**src/logic/wb_pkg.sv**
```systemverilog
//--------------------
// Writeback package
// Shared widths and default parameter values for the
// writeback and commit unit
//--------------------

package wb_pkg;

  //--------------------
  // Fixed widths
  //--------------------

  // Data and pc word width
  localparam int xlen = 32;

  // Architectural register specifier
  localparam int arch_reg_bits = 5;

  //--------------------
  // Defaults for the top-level parameters
  //--------------------

  // Execute pipes feeding the writeback stage
  localparam int num_pipes_default = 3;

  // Sequence-number width, the reorder buffer holds 2**n entries
  localparam int seq_num_bits_default = 3;

  // Physical register specifier
  localparam int phys_addr_bits_default = 6;

endpackage

```
**src/logic/reorder_buffer.sv**
```systemverilog
//--------------------
// Reorder buffer
// Holds results at their sequence-number slot and retires
// them in program order, one per cycle
//--------------------

module reorder_buffer #(
  parameter int seq_num_bits   = wb_pkg::seq_num_bits_default,
  parameter int phys_addr_bits = wb_pkg::phys_addr_bits_default
) (
  input  logic                             clk,
  input  logic                             rst,

  // Insert side from the writeback register
  input  logic                             wb_val,
  input  logic [seq_num_bits-1:0]          wb_seq_num,
  input  logic [wb_pkg::xlen-1:0]          wb_pc,
  input  logic [wb_pkg::arch_reg_bits-1:0] wb_waddr,
  input  logic [wb_pkg::xlen-1:0]          wb_wdata,
  input  logic                             wb_wen,
  input  logic [phys_addr_bits-1:0]        wb_ppreg,

  // Commit port
  output logic                             commit_val,
  output logic [seq_num_bits-1:0]          commit_seq_num,
  output logic [wb_pkg::xlen-1:0]          commit_pc,
  output logic [wb_pkg::arch_reg_bits-1:0] commit_waddr,
  output logic [wb_pkg::xlen-1:0]          commit_wdata,
  output logic                             commit_wen,
  output logic [phys_addr_bits-1:0]        commit_ppreg
);

  // One slot per sequence number
  localparam int depth = 2 ** seq_num_bits;

  //--------------------
  // Entry storage
  //--------------------

  logic [wb_pkg::xlen-1:0]          pc_mem    [depth];
  logic [wb_pkg::arch_reg_bits-1:0] waddr_mem [depth];
  logic [wb_pkg::xlen-1:0]          wdata_mem [depth];
  logic                             wen_mem   [depth];
  logic [phys_addr_bits-1:0]        ppreg_mem [depth];

  always_ff @(posedge clk) begin
    if (wb_val) begin
      pc_mem[wb_seq_num]    <= wb_pc;
      waddr_mem[wb_seq_num] <= wb_waddr;
      wdata_mem[wb_seq_num] <= wb_wdata;
      // Register zero never gets written back
      wen_mem[wb_seq_num]   <= wb_wen && (wb_waddr != '0);
      ppreg_mem[wb_seq_num] <= wb_ppreg;
    end
  end

  //--------------------
  // Filled bits and head
  //--------------------

  logic [depth-1:0]        filled;
  logic [seq_num_bits-1:0] head;

  always_ff @(posedge clk) begin
    if (rst) begin
      filled <= '0;
      head   <= '0;
    end else begin
      if (commit_val) begin
        filled[head] <= 1'b0;
        head         <= head + seq_num_bits'(1);
      end
      if (wb_val) begin
        filled[wb_seq_num] <= 1'b1;
      end
    end
  end

  // Head entry retires as soon as it is filled, no back-pressure
  assign commit_val     = filled[head];
  assign commit_seq_num = head;
  assign commit_pc      = pc_mem[head];
  assign commit_waddr   = waddr_mem[head];
  assign commit_wdata   = wdata_mem[head];
  assign commit_wen     = wen_mem[head];
  assign commit_ppreg   = ppreg_mem[head];

  //--------------------
  // Checks
  //--------------------

  // Issue side must keep no more than depth results in flight
  a_no_overwrite: assert property (
    @(posedge clk) disable iff (rst)
    wb_val |-> !filled[wb_seq_num]
  );

endmodule

```
**src/logic/seq_arbiter.sv**
```systemverilog
//--------------------
// Sequence arbiter
// Grants the valid pipe whose sequence number is oldest
// relative to its own count of committed results
//--------------------

module seq_arbiter #(
  parameter int num_pipes    = wb_pkg::num_pipes_default,
  parameter int seq_num_bits = wb_pkg::seq_num_bits_default
) (
  input  logic                                     clk,
  input  logic                                     rst,

  input  logic [num_pipes-1:0]                     val,
  input  logic [num_pipes-1:0][seq_num_bits-1:0]   seq_num,
  input  logic                                     commit_val,

  output logic [num_pipes-1:0]                     gnt
);

  //--------------------
  // Head count
  //--------------------

  // Tracks the reorder-buffer head by counting commits
  logic [seq_num_bits-1:0] head;

  always_ff @(posedge clk) begin
    if (rst) begin
      head <= '0;
    end else if (commit_val) begin
      head <= head + seq_num_bits'(1);
    end
  end

  //--------------------
  // Age compare
  //--------------------

  // Distance from the head modulo the buffer depth
  logic [num_pipes-1:0][seq_num_bits-1:0] age;

  always_comb begin
    for (int p = 0; p < num_pipes; p++) begin
      age[p] = seq_num[p] - head;
    end
  end

  // Linear scan for the smallest age
  logic                    found;
  logic [seq_num_bits-1:0] best_age;

  always_comb begin
    found    = 1'b0;
    best_age = '1;
    gnt      = '0;
    for (int p = 0; p < num_pipes; p++) begin
      if (val[p] && (!found || age[p] < best_age)) begin
        found    = 1'b1;
        best_age = age[p];
        gnt      = '0;
        gnt[p]   = 1'b1;
      end
    end
  end

  //--------------------
  // Checks
  //--------------------

  // At most one grant and only to a valid pipe
  a_gnt_onehot: assert property (
    @(posedge clk) disable iff (rst)
    $onehot0(gnt) && ((gnt & ~val) == '0)
  );

  // A pipe that loses keeps waiting until it is granted
  for (genvar p = 0; p < num_pipes; p++) begin : g_held
    a_val_held: assert property (
      @(posedge clk) disable iff (rst)
      (val[p] && !gnt[p]) |=> val[p]
    );
  end

endmodule

```
**src/logic/writeback_commit_unit.sv**
```systemverilog
//--------------------
// Writeback and commit unit
// Writeback selection followed by in-order commit
//--------------------

module writeback_commit_unit #(
  parameter int num_pipes      = wb_pkg::num_pipes_default,
  parameter int seq_num_bits   = wb_pkg::seq_num_bits_default,
  parameter int phys_addr_bits = wb_pkg::phys_addr_bits_default
) (
  input  logic                                             clk,
  input  logic                                             rst,

  // Execute pipes
  input  logic [num_pipes-1:0]                             ex_val,
  input  logic [num_pipes-1:0][wb_pkg::xlen-1:0]           ex_pc,
  input  logic [num_pipes-1:0][seq_num_bits-1:0]           ex_seq_num,
  input  logic [num_pipes-1:0][wb_pkg::arch_reg_bits-1:0]  ex_waddr,
  input  logic [num_pipes-1:0][wb_pkg::xlen-1:0]           ex_wdata,
  input  logic [num_pipes-1:0]                             ex_wen,
  input  logic [num_pipes-1:0][phys_addr_bits-1:0]         ex_preg,
  input  logic [num_pipes-1:0][phys_addr_bits-1:0]         ex_ppreg,
  output logic [num_pipes-1:0]                             ex_rdy,

  // Completion port
  output logic                                             complete_val,
  output logic [seq_num_bits-1:0]                          complete_seq_num,
  output logic [wb_pkg::arch_reg_bits-1:0]                 complete_waddr,
  output logic [wb_pkg::xlen-1:0]                          complete_wdata,
  output logic                                             complete_wen,
  output logic [phys_addr_bits-1:0]                        complete_preg,

  // Commit port
  output logic                                             commit_val,
  output logic [seq_num_bits-1:0]                          commit_seq_num,
  output logic [wb_pkg::xlen-1:0]                          commit_pc,
  output logic [wb_pkg::arch_reg_bits-1:0]                 commit_waddr,
  output logic [wb_pkg::xlen-1:0]                          commit_wdata,
  output logic                                             commit_wen,
  output logic [phys_addr_bits-1:0]                        commit_ppreg
);

  // Writeback register to reorder buffer
  logic                             wb_val;
  logic [seq_num_bits-1:0]          wb_seq_num;
  logic [wb_pkg::xlen-1:0]          wb_pc;
  logic [wb_pkg::arch_reg_bits-1:0] wb_waddr;
  logic [wb_pkg::xlen-1:0]          wb_wdata;
  logic                             wb_wen;
  logic [phys_addr_bits-1:0]        wb_ppreg;

  writeback_stage #(
    .num_pipes      (num_pipes),
    .seq_num_bits   (seq_num_bits),
    .phys_addr_bits (phys_addr_bits)
  ) wb_i (
    .clk              (clk),
    .rst              (rst),
    .ex_val           (ex_val),
    .ex_pc            (ex_pc),
    .ex_seq_num       (ex_seq_num),
    .ex_waddr         (ex_waddr),
    .ex_wdata         (ex_wdata),
    .ex_wen           (ex_wen),
    .ex_preg          (ex_preg),
    .ex_ppreg         (ex_ppreg),
    .ex_rdy           (ex_rdy),
    .commit_val       (commit_val),
    .complete_val     (complete_val),
    .complete_seq_num (complete_seq_num),
    .complete_waddr   (complete_waddr),
    .complete_wdata   (complete_wdata),
    .complete_wen     (complete_wen),
    .complete_preg    (complete_preg),
    .wb_val           (wb_val),
    .wb_seq_num       (wb_seq_num),
    .wb_pc            (wb_pc),
    .wb_waddr         (wb_waddr),
    .wb_wdata         (wb_wdata),
    .wb_wen           (wb_wen),
    .wb_ppreg         (wb_ppreg)
  );

  reorder_buffer #(
    .seq_num_bits   (seq_num_bits),
    .phys_addr_bits (phys_addr_bits)
  ) rob_i (
    .clk            (clk),
    .rst            (rst),
    .wb_val         (wb_val),
    .wb_seq_num     (wb_seq_num),
    .wb_pc          (wb_pc),
    .wb_waddr       (wb_waddr),
    .wb_wdata       (wb_wdata),
    .wb_wen         (wb_wen),
    .wb_ppreg       (wb_ppreg),
    .commit_val     (commit_val),
    .commit_seq_num (commit_seq_num),
    .commit_pc      (commit_pc),
    .commit_waddr   (commit_waddr),
    .commit_wdata   (commit_wdata),
    .commit_wen     (commit_wen),
    .commit_ppreg   (commit_ppreg)
  );

endmodule

```
**src/logic/writeback_stage.sv**
```systemverilog
//--------------------
// Writeback stage
// Picks the oldest finished result, announces it on the
// completion port and registers it for the reorder buffer
//--------------------

module writeback_stage #(
  parameter int num_pipes      = wb_pkg::num_pipes_default,
  parameter int seq_num_bits   = wb_pkg::seq_num_bits_default,
  parameter int phys_addr_bits = wb_pkg::phys_addr_bits_default
) (
  input  logic                                             clk,
  input  logic                                             rst,

  // Execute pipes
  input  logic [num_pipes-1:0]                             ex_val,
  input  logic [num_pipes-1:0][wb_pkg::xlen-1:0]           ex_pc,
  input  logic [num_pipes-1:0][seq_num_bits-1:0]           ex_seq_num,
  input  logic [num_pipes-1:0][wb_pkg::arch_reg_bits-1:0]  ex_waddr,
  input  logic [num_pipes-1:0][wb_pkg::xlen-1:0]           ex_wdata,
  input  logic [num_pipes-1:0]                             ex_wen,
  input  logic [num_pipes-1:0][phys_addr_bits-1:0]         ex_preg,
  input  logic [num_pipes-1:0][phys_addr_bits-1:0]         ex_ppreg,
  output logic [num_pipes-1:0]                             ex_rdy,

  // Commit feedback for the arbiter head
  input  logic                                             commit_val,

  // Completion port
  output logic                                             complete_val,
  output logic [seq_num_bits-1:0]                          complete_seq_num,
  output logic [wb_pkg::arch_reg_bits-1:0]                 complete_waddr,
  output logic [wb_pkg::xlen-1:0]                          complete_wdata,
  output logic                                             complete_wen,
  output logic [phys_addr_bits-1:0]                        complete_preg,

  // Registered result toward the reorder buffer
  output logic                                             wb_val,
  output logic [seq_num_bits-1:0]                          wb_seq_num,
  output logic [wb_pkg::xlen-1:0]                          wb_pc,
  output logic [wb_pkg::arch_reg_bits-1:0]                 wb_waddr,
  output logic [wb_pkg::xlen-1:0]                          wb_wdata,
  output logic                                             wb_wen,
  output logic [phys_addr_bits-1:0]                        wb_ppreg
);

  logic [num_pipes-1:0] gnt;

  seq_arbiter #(
    .num_pipes    (num_pipes),
    .seq_num_bits (seq_num_bits)
  ) arb_i (
    .clk        (clk),
    .rst        (rst),
    .val        (ex_val),
    .seq_num    (ex_seq_num),
    .commit_val (commit_val),
    .gnt        (gnt)
  );

  // Ready means granted, there is no other back-pressure
  assign ex_rdy = gnt;

  //--------------------
  // Masked OR select
  //--------------------

  logic                             sel_val;
  logic [wb_pkg::xlen-1:0]          sel_pc;
  logic [seq_num_bits-1:0]          sel_seq_num;
  logic [wb_pkg::arch_reg_bits-1:0] sel_waddr;
  logic [wb_pkg::xlen-1:0]          sel_wdata;
  logic                             sel_wen;
  logic [phys_addr_bits-1:0]        sel_preg;
  logic [phys_addr_bits-1:0]        sel_ppreg;

  always_comb begin
    sel_val     = 1'b0;
    sel_pc      = '0;
    sel_seq_num = '0;
    sel_waddr   = '0;
    sel_wdata   = '0;
    sel_wen     = 1'b0;
    sel_preg    = '0;
    sel_ppreg   = '0;
    for (int p = 0; p < num_pipes; p++) begin
      sel_val     |= ex_val[p] & gnt[p];
      sel_pc      |= ex_pc[p] & {wb_pkg::xlen{gnt[p]}};
      sel_seq_num |= ex_seq_num[p] & {seq_num_bits{gnt[p]}};
      sel_waddr   |= ex_waddr[p] & {wb_pkg::arch_reg_bits{gnt[p]}};
      sel_wdata   |= ex_wdata[p] & {wb_pkg::xlen{gnt[p]}};
      sel_wen     |= ex_wen[p] & gnt[p];
      sel_preg    |= ex_preg[p] & {phys_addr_bits{gnt[p]}};
      sel_ppreg   |= ex_ppreg[p] & {phys_addr_bits{gnt[p]}};
    end
  end

  // Completion is announced in the transfer cycle itself
  assign complete_val     = sel_val;
  assign complete_seq_num = sel_seq_num;
  assign complete_waddr   = sel_waddr;
  assign complete_wdata   = sel_wdata;
  assign complete_wen     = sel_wen && (sel_waddr != '0);
  assign complete_preg    = sel_preg;

  //--------------------
  // Writeback register
  //--------------------

  always_ff @(posedge clk) begin
    if (rst) begin
      wb_val <= 1'b0;
    end else begin
      wb_val <= sel_val;
    end
  end

  always_ff @(posedge clk) begin
    if (sel_val) begin
      wb_seq_num <= sel_seq_num;
      wb_pc      <= sel_pc;
      wb_waddr   <= sel_waddr;
      wb_wdata   <= sel_wdata;
      wb_wen     <= sel_wen;
      wb_ppreg   <= sel_ppreg;
    end
  end

endmodule

```
**config.mk**
```make
export PLATFORM = sky130hd
export DESIGN_NAME = writeback_commit_unit
export DESIGN_NICKNAME = d
export VERILOG_FILES = /design/src/logic/wb_pkg.sv /design/src/logic/reorder_buffer.sv /design/src/logic/seq_arbiter.sv /design/src/logic/writeback_commit_unit.sv /design/src/logic/writeback_stage.sv
export SDC_FILE = /design/constraint.sdc
export NUM_CORES = 1
export LEC_CHECK = 0
export BUFFER_PORTS_ARGS = -buffer_cell sky130_fd_sc_hd__buf_2
export CORE_MARGIN = 10
export CORE_UTILIZATION = 39
export DETAILED_ROUTE_END_ITERATION = 6
export PLACE_DENSITY_LB_ADDON = 0.08
export RECOVER_POWER = 25
export SETUP_SLACK_MARGIN = 0.15
export SLEW_MARGIN = 20
export SYNTH_ARGS = -nofsm -noshare
export SYNTH_HDL_FRONTEND = slang
export SYNTH_SLANG_ARGS = --single-unit
```
**constraint.sdc**
```tcl
create_clock -name clk -period 6.9 [get_ports clk]
set_input_delay 0.345 -clock clk [delete_from_list [all_inputs] [get_ports clk]]
set_output_delay 0.345 -clock clk [all_outputs]
set_load 0.03 [all_outputs]
```
* Yosys cells after proc, flatten, opt, wreduce, memory -nomap -nowiden
Memories as Yosys holds them, arrays and structs flattened. A register that Yosys moved wholly into a read port is not among the register bits. Index checks and enable logic that the tools add are counted.
Operators by class: $lt $le $gt $ge 6, add/subtract/negate cells 5, mux-type cells 28, bitwise logic cells 43, reductions and logical operators 12
Operator list (count):
- bitwise AND 32 bit | 6
- bitwise OR 32 bit | 4
- two-way mux 3 bit | 14
- bitwise AND 6 bit | 6
- two-way mux 8 bit | 3
- bitwise OR 6 bit | 4
- bitwise AND 5 bit | 3
- bitwise OR 5 bit | 2
- nonzero test 5 bit | 2
- bitwise AND 3 bit | 3
- subtractor 3 bit | 3
- bitwise AND 8 bit | 1
- < comparator 3 x 4 -> 1 bit, second input constant | 2
- two-way mux 1 bit | 8
- NOT 8 bit | 1
- bitwise OR 8 bit | 1
- adder 3 x 1 -> 3 bit, second input constant | 2
- bitwise AND 1 bit | 6
- demux 1 bit (select 3 bit) | 2
- >= comparator 3 x 1 -> 1 bit, second input constant | 2
- logical AND 1 bit | 6
- < comparator 3 bit | 2
- bitwise OR 3 bit | 2
- bitwise OR 1 bit | 4
- 3 further kinds | 5
Storage, ports and cells: register bits after elaboration 94, memory bits (writable) 608, output and inout port bits 131, logic and storage cells 109, memories kept 5, input bits 260
Memories:
- rob_i.pc_mem | depth 8, width 32, read ports 1, clocked after memory_dff 1, wr ports 1, RTL line reorder_buffer.sv:40 | logic [wb_pkg::xlen-1:0] pc_mem [depth];
- rob_i.wdata_mem | depth 8, width 32, read ports 1, clocked after memory_dff 1, wr ports 1, RTL line reorder_buffer.sv:42 | logic [wb_pkg::xlen-1:0] wdata_mem [depth];
- rob_i.ppreg_mem | depth 8, width 6, read ports 1, clocked after memory_dff 1, wr ports 1, RTL line reorder_buffer.sv:44 | logic [phys_addr_bits-1:0] ppreg_mem [depth];
- rob_i.waddr_mem | depth 8, width 5, read ports 1, clocked after memory_dff 1, wr ports 1, RTL line reorder_buffer.sv:41 | logic [wb_pkg::arch_reg_bits-1:0] waddr_mem [depth];
- rob_i.wen_mem | depth 8, width 1, read ports 1, clocked after memory_dff 1, wr ports 1, RTL line reorder_buffer.sv:43 | logic wen_mem [depth];

* Depth between registers and ports, before layout
Gate-level depths: netlist (run 1).
depth after elaboration 15, depth in mapped cells 24, gate-level depth less buffers 21

* Modules after synthesis
From an unflattened synthesis (run 1), not the netlist that was laid out.
Second synthesis, totals: cells, all modules 1304, area, all modules 27734.1 um2
By module, submodules not included:
- reorder_buffer | instances 1, sequential area each 18537.8 um2, area each 23450.0 um2, cells each 959
- writeback_stage | instances 1, sequential area each 2392.3 um2, area each 3733.6 um2, cells each 284
- seq_arbiter | instances 1, sequential area each 60.1 um2, area each 550.5 um2, cells each 61

* Worst setup path before layout (run 1)
Ideal clock, no wire load.
path type register to register, start point register wb_i.wb_seq_num[0], end point memory rob_i.pc_mem[0][0] in the netlist's numbering, enable pin, slack 536 ps, setup time 606 ps, arrival time 5758 ps, buffers on the path 0, required time 6294 ps, clock period less this slack 6364 ps, cell stages (with the launch flop) 3, cells stage by stage edfxtp_1 nand2b_1 nor3_1
RTL lines:
- start, declared | RTL line writeback_stage.sv:39 | output logic [seq_num_bits-1:0] wb_seq_num,
- start signal, assigned | RTL line writeback_stage.sv:120 | wb_seq_num <= sel_seq_num;
- end, declared | RTL line reorder_buffer.sv:40
Straight into the memory's write port.

* Final worst setup path (run 1)
start point register wb_i.arb_i.head[0], end point output complete_wdata[31] in the netlist's numbering
Between the ends: word-level cells in the longest chain between the ends 13, elaborated cells on any way between the ends 20, those cells by class add/sub (3); order compare (2); mux (5); bitwise (5); reduce/logical (5)
RTL lines:
- start, declared | RTL line seq_arbiter.sv:26 | logic [seq_num_bits-1:0] head;
- start signal, assigned | RTL line seq_arbiter.sv:32 | head <= head + seq_num_bits'(1);
- subtractor 3 bit | RTL line seq_arbiter.sv:45 | age[p] = seq_num[p] - head;
- two-way mux 3 bit | RTL line seq_arbiter.sv:58 | if (val[p] && (!found || age[p] < best_age)) begin
- < comparator 3 bit | RTL line seq_arbiter.sv:58
- logical OR 1 bit | RTL line seq_arbiter.sv:58
- logical AND 1 bit | RTL line seq_arbiter.sv:58
- two-way mux 3 bit or two-way mux 1 bit (tied branches) | RTL line seq_arbiter.sv:58
- < comparator 3 bit or zero test 1 bit (tied branches) | RTL line seq_arbiter.sv:58
- logical OR 1 bit | RTL line seq_arbiter.sv:58
- logical AND 1 bit | RTL line seq_arbiter.sv:58
- two-way mux 3 bit (*) | RTL line seq_arbiter.sv:58
- bitwise AND 32 bit | RTL line writeback_stage.sv:91 | sel_wdata |= ex_wdata[p] & {wb_pkg::xlen{gnt[p]}};
- bitwise OR 32 bit | RTL line writeback_stage.sv:91
- bitwise OR 32 bit (*) | RTL line writeback_stage.sv:91
- end, declared | RTL line writeback_commit_unit.sv:29 | output logic [wb_pkg::xlen-1:0] complete_wdata,
Every way passes the cells marked *; elsewhere a longest branch is shown, timed or not.

==> results.toml, run 1 <==
[synthesis]
yosys_warnings = 0
synthArstFlopShare_pct = 0
synth.distinct_cells = 51
synth_top_area_share_pct = 73.6
synth_edf_count = 687
synth_flop_cell = "edfxtp_1"
post_synth.cell_area_avg_um2 = 21.3
seq_area_frac_synth_pct = 74.9
synthTopCellsByArea = "edfxtp_1, mux4_2, mux2_2"
postSynthCellCount = 1314
post-synth-top-count-cell = "edfxtp_1"
synthesis.area_mm2 = 0.0280
synthTopCellsByCount = "edfxtp_1, mux4_2, a221o_1, mux2_2, and3_1"
synth_fp_nets = 1586
yosys.area.top_type = "edfxtp_1"
ys_seq_elements = 705

[die]
row_count = 98
io_pins = 391
start_util_pct = 39.3
core-area_mm2 = 0.0714
die_width_um = 288
fp.dieH_um = 288
die_area_mm2 = 0.0830

[worst_setup_path]
cp-start-kind = "flip-flop"
cp_max_fo = 68
cp-end-kind = "primary output"
crit_type = "reg2out"
worst_ep_arrival_time_ps = 5530
required_ps = 6550
reg2reg_slack_ps = 1590

[sta]
skew_ps = 26.2
rsz0062_at_grt = "no"
worstMarginPinSlew_ps = 1050
fmax_ghz = 0.170
finalSetupTns_ps = 0
relSlewSlack_pct = 30.3
setup_viol = 0
hold_ws_ps = 46.3
fin_crit_sh_pct = 85.1
hold_viol = 0
drv_slew = 0
fin_crit_ps = 5870

[power_and_ir_drop]
ir_drop_v = 0.000201
power_density_mw_per_mm2 = 333
power.static_leakage_nw = 11.6

[clocking]
hold_buffers = 4
root_buffer = "clkbuf_16"
clk_path_buf_depth = 3
cts_setup_buffers = 0
clock_sinks = 705
clock_latency_ps = 610
ctsResizeCount = 0
clkTransAtPathRegs_ps = 60
ctsHtreeMaxLevel = 3
cts_tree = "yes"
cts_made_buffers = 78

[drt]
viasPerCell = 5.39
drcViolationCount = 0
drtPass1Iterations = 5
drt-total-wl_um = 74300
vias = 14748
ant_nets = 0
first_iter_violations = 1030
wire_per_inst_um = 27.1

[global_routing]
grt_pass1_vias = 15848
grt_usage_pct = 17.7
grt_overflow_total = 0
grt_max_degree = 81
grt_pass1_wl_um = 108000
antenna_found_initial = 9

[placement]
hpwl_um = 43500
portBuffers = 390
placedInstanceArea_mm2 = 0.0310
place_congestion = 0.766

[status]
status = "complete, no violations"

[final_layout]
fin_util_pct = 46.9
diodes = 0
multi_input_area_mm2 = 0.00655
num-fill-cells = 6084
area_growth_syn_to_layout_pct = 19.4
nNetsFinal = 2005
drive_above_1_share_pct = 44.0
seqCellArea_mm2 = 0.0210
final_area_mm2 = 0.0335

[hold_path]
hold_class = "in2reg"

[flow_run]
maxCapViolations = 0
[state kept, by name, indices dropped and copies added (netlist names), 5 cells and up, named ones only]
name	count
wb_i.wb_wdata	32
rob_i.filled	8
wb_i.wb_ppreg	6
rob_i.pc_mem	256
rob_i.wen_mem	8
rob_i.waddr_mem	40
rob_i.wdata_mem	256
rob_i.ppreg_mem	48
wb_i.wb_pc	32
wb_i.wb_waddr	5
[kinds of logic (layout without fill, tap and decap cells)]
kind of cell             Yosys count  in the layout  synth area share (%)
AND/OR/NAND/NOR                  148            148                  3.04
flip-flops                       705            705                  74.9
AO/OA/AOI/OAI                    111            111                  3.62
buffers and inverters             95            568                  2.01
adder cells (fa/ha/maj)           12             12                 0.616
XOR/XNOR                           9              9                 0.281
multiplexers                     234            234                  15.6
[final cells by class]
class                           instances  area share, %
Clock buffer                           99           6.32
Clock inverter                         35           1.06
Inverter                               12          0.142
Multi-Input combinational cell        514           19.6
Sequential cell                       705           62.7
Tap cell                              950           3.55
Timing Repair Buffer                  422           6.62
[placed cells by master (no fill, tap or decap), types with 3 or more instances in the layout]
cell / n
clkinv_1: 8
clkbuf_1: 16
fa_1: 3
ha_1: 9
and2_1: 3
bufinv_16: 6
nor2_1: 19
a221o_1: 81
nor3_1: 3
dlygate4sd3_1: 4
xor2_1: 5
mux2_2: 77
edfxtp_1: 687
nand3b_1: 3
inv_1: 11
nor2_4: 6
dfxtp_4: 3
mux2i_1: 3
o21ai_0: 4
xnor2_1: 4
a21oi_1: 10
buf_2: 390
clkbuf_16: 81
mux4_2: 154
clkinv_2: 14
and3_1: 73
and3_2: 9
nand2_1: 11
nand2b_1: 6
dfxtp_1: 15
buf_4: 27
nand3_1: 3
[worst max-delay path: stages, from the launching register on]
cell      delay, ps
dfxtp_1         360
ha_1            220
fa_1            380
xor2_1          160
xnor2_1         130
nand2_1          90
inv_1            50
ha_1            210
nand2b_1        190
a211oi_2        270
a21o_4          250
mux2i_1         250
ha_1            190
and2b_1         190
a21boi_1        130
and4_4          180
a21oi_1         190
and2_4          750
buf_4           350
a221o_1         200
buf_2           210
[final timing paths]
path         depth (start not counted)               start                  to
max reg2reg                         19  wb_i.arb_i.head[0]      wb_i.wb_pc[22]
max                                 20  wb_i.arb_i.head[0]  complete_wdata[31]
min reg2reg                          2     rob_i.filled[1]     rob_i.filled[1]
min                                  2        ex_ppreg[12]    wb_i.wb_ppreg[0]
[per-stage QoR]
step	total power, mW	worst slack [ps]	cells
5_1_grt	11.6	565	2737
4_1_cts	11.3	853	2737
3_3_place_gp	7.22	1610	2599
6_report	11.1	1030	2737
3_5_place_dp	7.26	1390	2599
2_1_floorplan	6.64	536	1314
[layer usage]
metal	GRT usage [%]	vias to the layer above	share of wire (%)	wire length, um
li1	-	6411	-	-
met1	24.1	7773	44	32700
met2	27.9	450	47	34800
met3	5.42	104	7.3	5410
met4	3.79	10	1.7	1290
met5	0	-	0.079	59
[where the power goes]
part / internal [mW] / leakage [nW] / switching, mW / total (mW)
Clock: 2.39 / 1.21 / 1.62 / 4.01
Combinational: 0.518 / 3.86 / 0.935 / 1.45
Sequential: 5.38 / 6.55 / 0.307 / 5.69
Total: 8.29 / 11.6 / 2.86 / 11.1
Note: power is estimated with default switching activity, not from simulation.
==> run 2, diff against run 1 <==
==> constraint.sdc (replaced) <==
create_clock -name clk -period 7.4 [get_ports clk]
set_input_delay 0.37 -clock clk [delete_from_list [all_inputs] [get_ports clk]]
set_output_delay 0.37 -clock clk [all_outputs]
set_load 0.03 [all_outputs]
==> run 2 against run 1 <==
Global-route usage increased by 0.057 points. Clock power is 4% lower. Sequential cell count unchanged. Non-clock buffer count up 2.
==> results.toml, run 2 (same netlist as run 1, synthesis figures left out) <==
[die]
die_area_mm2 = 0.0830
fp.dieH_um = 288
start_util_pct = 39.3
die_width_um = 288
io_pins = 391
row_count = 98
core-area_mm2 = 0.0714

[final_layout]
seqCellArea_mm2 = 0.0210
final_common_cell = "edfxtp_1"
num-fill-cells = 6091
diodes = 0
area_growth_syn_to_layout_pct = 19.7
multi_input_area_mm2 = 0.00655
nNetsFinal = 2007
drive_above_1_share_pct = 44.1
reg_top3 = "rob_i.pc_mem (256), rob_i.wdata_mem (256), rob_i.ppreg_mem (48)"
final_cell_mix = "edfxtp_1, buf_2, mux4_2"
final-instance-count-excl-fill = 2735

[clocking]
clock_sinks = 705
cts_made_buffers = 78
clock_latency_ps = 610
hold_buffers = 0
cts_tree = "yes"
ctsHtreeMaxLevel = 3
clkTransAtPathRegs_ps = 60
cts_setup_buffers = 0
clk_path_buf_depth = 3
root_buffer = "clkbuf_16"
ctsResizeCount = 0

[drt]
drt-total-wl_um = 74800
first_iter_violations = 1156
drcViolationCount = 0
vias = 14848
ant_nets = 0
viasPerCell = 5.43
drtPass1Iterations = 5
wire_per_inst_um = 27.3

[worst_setup_path]
required_ps = 7030
cp-end-kind = "primary output"
cp-start-kind = "flip-flop"
worst_ep_arrival_time_ps = 6000
crit_type = "reg2out"
cp_max_fo = 39

[placement]
place_congestion = 0.786
place_inst = 2603
hpwl_um = 44900
portBuffers = 390
place_ws_ps = 1370

[sta]
drv_slew = 0
hold_viol = 0
fin_crit_ps = 6370
worstMarginPinSlew_ps = 1160
relSlewSlack_pct = 22.2
fin_crit_sh_pct = 86.1
finalSetupTns_ps = 0
fmax_ghz = 0.157
skew_ps = 23.3
layout_setup_ws_ps = 1030
setup_viol = 0
rsz0062_at_grt = "no"

[global_routing]
grt_pass1_wl_um = 108000
grt_usage_pct = 17.8
grt_overflow_total = 0
antenna_found_initial = 9
grt_max_degree = 75
busiest_layer = "met2"
grt_pass1_vias = 15980
grtUsageMet2_pct = 28.1
grt.met1_usage_pct = 24.4
met3_usage_pct = 4.87

[hold_path]
hold_class = "in2reg"

[power_and_ir_drop]
ir_drop_v = 0.000204
power_density_mw_per_mm2 = 313
total_power_mw = 10.5
power.static_leakage_nw = 11.7

[status]
status = "complete, no violations"

[flow_run]
maxCapViolations = 0
run 2: cell count changes in the layout (fill, tap and decap cells not counted), sizes merged:
cell         change
buf              +6
clkbuf           -4
dlygate4sd3      -4
bufinv           +3
clkinvlp         -2
inv              -1
run 2: final timing paths:
| check | from | to | slack [ps] | depth (start not counted) |
|---|---|---|---|---|
| setup / recovery | wb_i.arb_i.head[0] | complete_wdata[21] | 1030 | 20 |
| hold / removal | ex_ppreg[14] | wb_i.wb_ppreg[2] | 60 | 2 |
| setup reg to reg | wb_i.arb_i.head[0] | wb_i.wb_wdata[21] | 2070 | 19 |
| hold reg to reg | rob_i.filled[6] | rob_i.filled[6] | 490 | 2 |
run 2: per-layer routing:
| layer | wire length (um) | share of wire, % | up-vias |
|---|---|---|---|
| met5 | 66 | 0.088 | - |
| met2 | 34700 | 46 | 491 |
| met3 | 5510 | 7.4 | 99 |
| met4 | 1380 | 1.8 | 10 |
| met1 | 33100 | 44 | 7830 |
| li1 | - | - | 6418 |
run 2: stage by stage:
stage                     util (%)  cell area (um2)  hold WS (ps)
final                         47.0            33600          64.8
after global routing          47.0            33600          36.6
after CTS                     46.9            33500          24.2
after detailed placement      43.4            31000           477
after global placement        43.4            31000           469
after floorplan                  -            28000           442
run 2: worst max-delay path, cell delays in order, from the launching register on:
cell and delay (ps):
dfxtp_1 380, ha_1 220, fa_1 370, xor2_1 160, xnor2_1 130, nand2_1 90, inv_1 50, ha_1 200
nand2b_1 190, a211oi_2 280, a21o_4 240, mux2i_1 240, ha_1 190, and2b_1 190, a21boi_1 130, and4_4 180
a21oi_1 580, and2_4 660, buf_4 430, a221o_1 250, buf_2 210
run 2: cell type report:
| type | instances | area share, % |
|---|---|---|
| multi-input combinational | 514 | 19.5 |
| inverter | 12 | 0.142 |
| clock buffer | 95 | 6.26 |
| timing repair buffer | 424 | 6.70 |
| sequential | 705 | 62.6 |
| tap | 950 | 3.54 |
| clock inverter | 35 | 1.25 |
run 2: where the power goes:
part	internal, mW	total [mW]	leakage, nW	switching, mW
registers	5.02	5.32	6.55	0.299
clock network	2.32	3.83	1.23	1.51
logic	0.492	1.36	3.88	0.866
total	7.83	10.5	11.7	2.67
==> run 3, diff against run 2 <==
--- a/config.mk
+++ b/config.mk
@@ -11,6 +11,7 @@
 export DETAILED_ROUTE_END_ITERATION = 6
 export PLACE_DENSITY_LB_ADDON = 0.08
 export RECOVER_POWER = 25
+export REMOVE_ABC_BUFFERS = 1
 export SETUP_SLACK_MARGIN = 0.15
 export SLEW_MARGIN = 20
 export SYNTH_ARGS = -nofsm -noshare
==> run 3 against run 2 <==
Clock skew decreased by 8.6 ps. Clock power decreased by 5.5%. Design area decreased by 0.63%. Critical endpoint is now complete_wdata[13].
==> results.toml, run 3 (same netlist as run 1, synthesis figures left out) <==
[placement]
place_inst = 2599
place_congestion = 0.755
placedInstanceArea_mm2 = 0.0310
hpwl_um = 40500
portBuffers = 390

[sta]
worstMarginPinSlew_ps = 1020
rsz0062_at_grt = "no"
setup_viol = 0
fin_crit_sh_pct = 83.4
drv_slew = 0
hold_viol = 0
skew_ps = 14.6
fin_crit_ps = 6170
finalSetupTns_ps = 0
fmax_ghz = 0.162
relSlewSlack_pct = 31.8

[die]
row_count = 98
die_width_um = 288
core-area_mm2 = 0.0714
start_util_pct = 39.3
die_area_mm2 = 0.0830
io_pins = 391
fp.dieH_um = 288

[drt]
drt-total-wl_um = 70600
viasPerCell = 5.29
vias = 14459
drcViolationCount = 0
first_iter_violations = 1046
drtPass1Iterations = 5
wire_per_inst_um = 25.9
ant_nets = 0

[global_routing]
grt_usage_pct = 16.6
grt_pass1_wl_um = 103000
antenna_found_initial = 7
grt_max_degree = 143
grt_pass1_vias = 15875
grt_overflow_total = 0

[clocking]
clkTransAtPathRegs_ps = 60
hold_buffers = 0
clk_path_buf_depth = 3
clock_latency_ps = 610
cts_tree = "yes"
clock_sinks = 705
cts_setup_buffers = 0
ctsHtreeMaxLevel = 3
cts_made_buffers = 76
ctsResizeCount = 0
root_buffer = "clkbuf_16"

[final_layout]
drive_above_1_share_pct = 44.1
fin_util_pct = 46.7
nNetsFinal = 1999
reg_top3 = "rob_i.pc_mem (256), rob_i.wdata_mem (256), rob_i.ppreg_mem (48)"
num-fill-cells = 6086
final-instance-count-excl-fill = 2731
final_common_cell = "edfxtp_1"
final_area_mm2 = 0.0333
area_growth_syn_to_layout_pct = 18.9
final_cell_mix = "edfxtp_1, buf_2, mux4_2"

[hold_path]
holdPathStages = 2
hold_class = "in2reg"

[worst_setup_path]
crit_type = "reg2out"
cp-start-kind = "flip-flop"
cp_max_fo = 41
required_ps = 7030
reg2reg_depth = 20
worst_ep_arrival_time_ps = 5800
cp-end-kind = "primary output"

[power_and_ir_drop]
total_power_mw = 10.2
power_density_mw_per_mm2 = 307
power.static_leakage_nw = 11.5
ir_drop_v = 0.000135

[flow_run]
maxCapViolations = 0

[status]
status = "complete, no violations"
[run 3: where the power goes]
| part | switching, mW | internal (mW) |
|---|---|---|
| registers | 0.275 | 5.01 |
| logic | 0.856 | 0.480 |
| clock network | 1.52 | 2.10 |
[run 3: stage by stage]
step	hold WS [ps]	setup WS, ps
2_1_floorplan	442	-242
3_3_place_gp	466	1870
3_5_place_dp	479	1720
4_1_cts	11.9	1170
5_1_grt	41.6	853
6_report	60.7	1230
[run 3: worst paths after layout]
check	start	slack [ps]	endpoint
min	ex_ppreg[17]	60	wb_i.wb_ppreg[5]
max reg2reg	wb_i.arb_i.head[0]	2170	wb_i.wb_pc[30]
max	wb_i.arb_i.head[0]	1230	complete_wdata[13]
min reg2reg	rob_i.filled[5]	490	rob_i.filled[5]
[run 3: worst max-delay path, cell delays in order (launching register included)]
cell,delay [ps]
dfxtp_1,370
ha_1,220
fa_1,370
xor2_1,160
xnor2_1,130
nand2_1,90
inv_1,40
ha_1,200
nand2b_1,190
a211oi_2,280
a21o_4,150
mux2i_1,220
ha_1,180
and2b_1,190
a21boi_1,130
and4_4,180
a21oi_4,550
buf_4,460
buf_4,490
and3_1,220
a221o_1,130
buf_2,210
[run 3: cell type report]
type / count / area, um2 / share of cell area [%]
Tap cell: 950 / 1190 / 3.56
Multi-Input combinational cell: 514 / 6550 / 19.7
Sequential cell: 705 / 21000 / 63.0
Timing Repair Buffer: 418 / 2190 / 6.56
Clock buffer: 98 / 2090 / 6.26
Inverter: 12 / 47.5 / 0.143
Antenna cell: 1 / 2.50 / 0.00750
Clock inverter: 33 / 277 / 0.829
[run 3: per-layer routing]
metal	routed length (um)	track usage (%)	part of all wire [%]
met5	40	0	0.057
met4	902	4.13	1.3
met3	4570	4.13	6.5
met2	34500	27.4	49
met1	30700	21.9	43
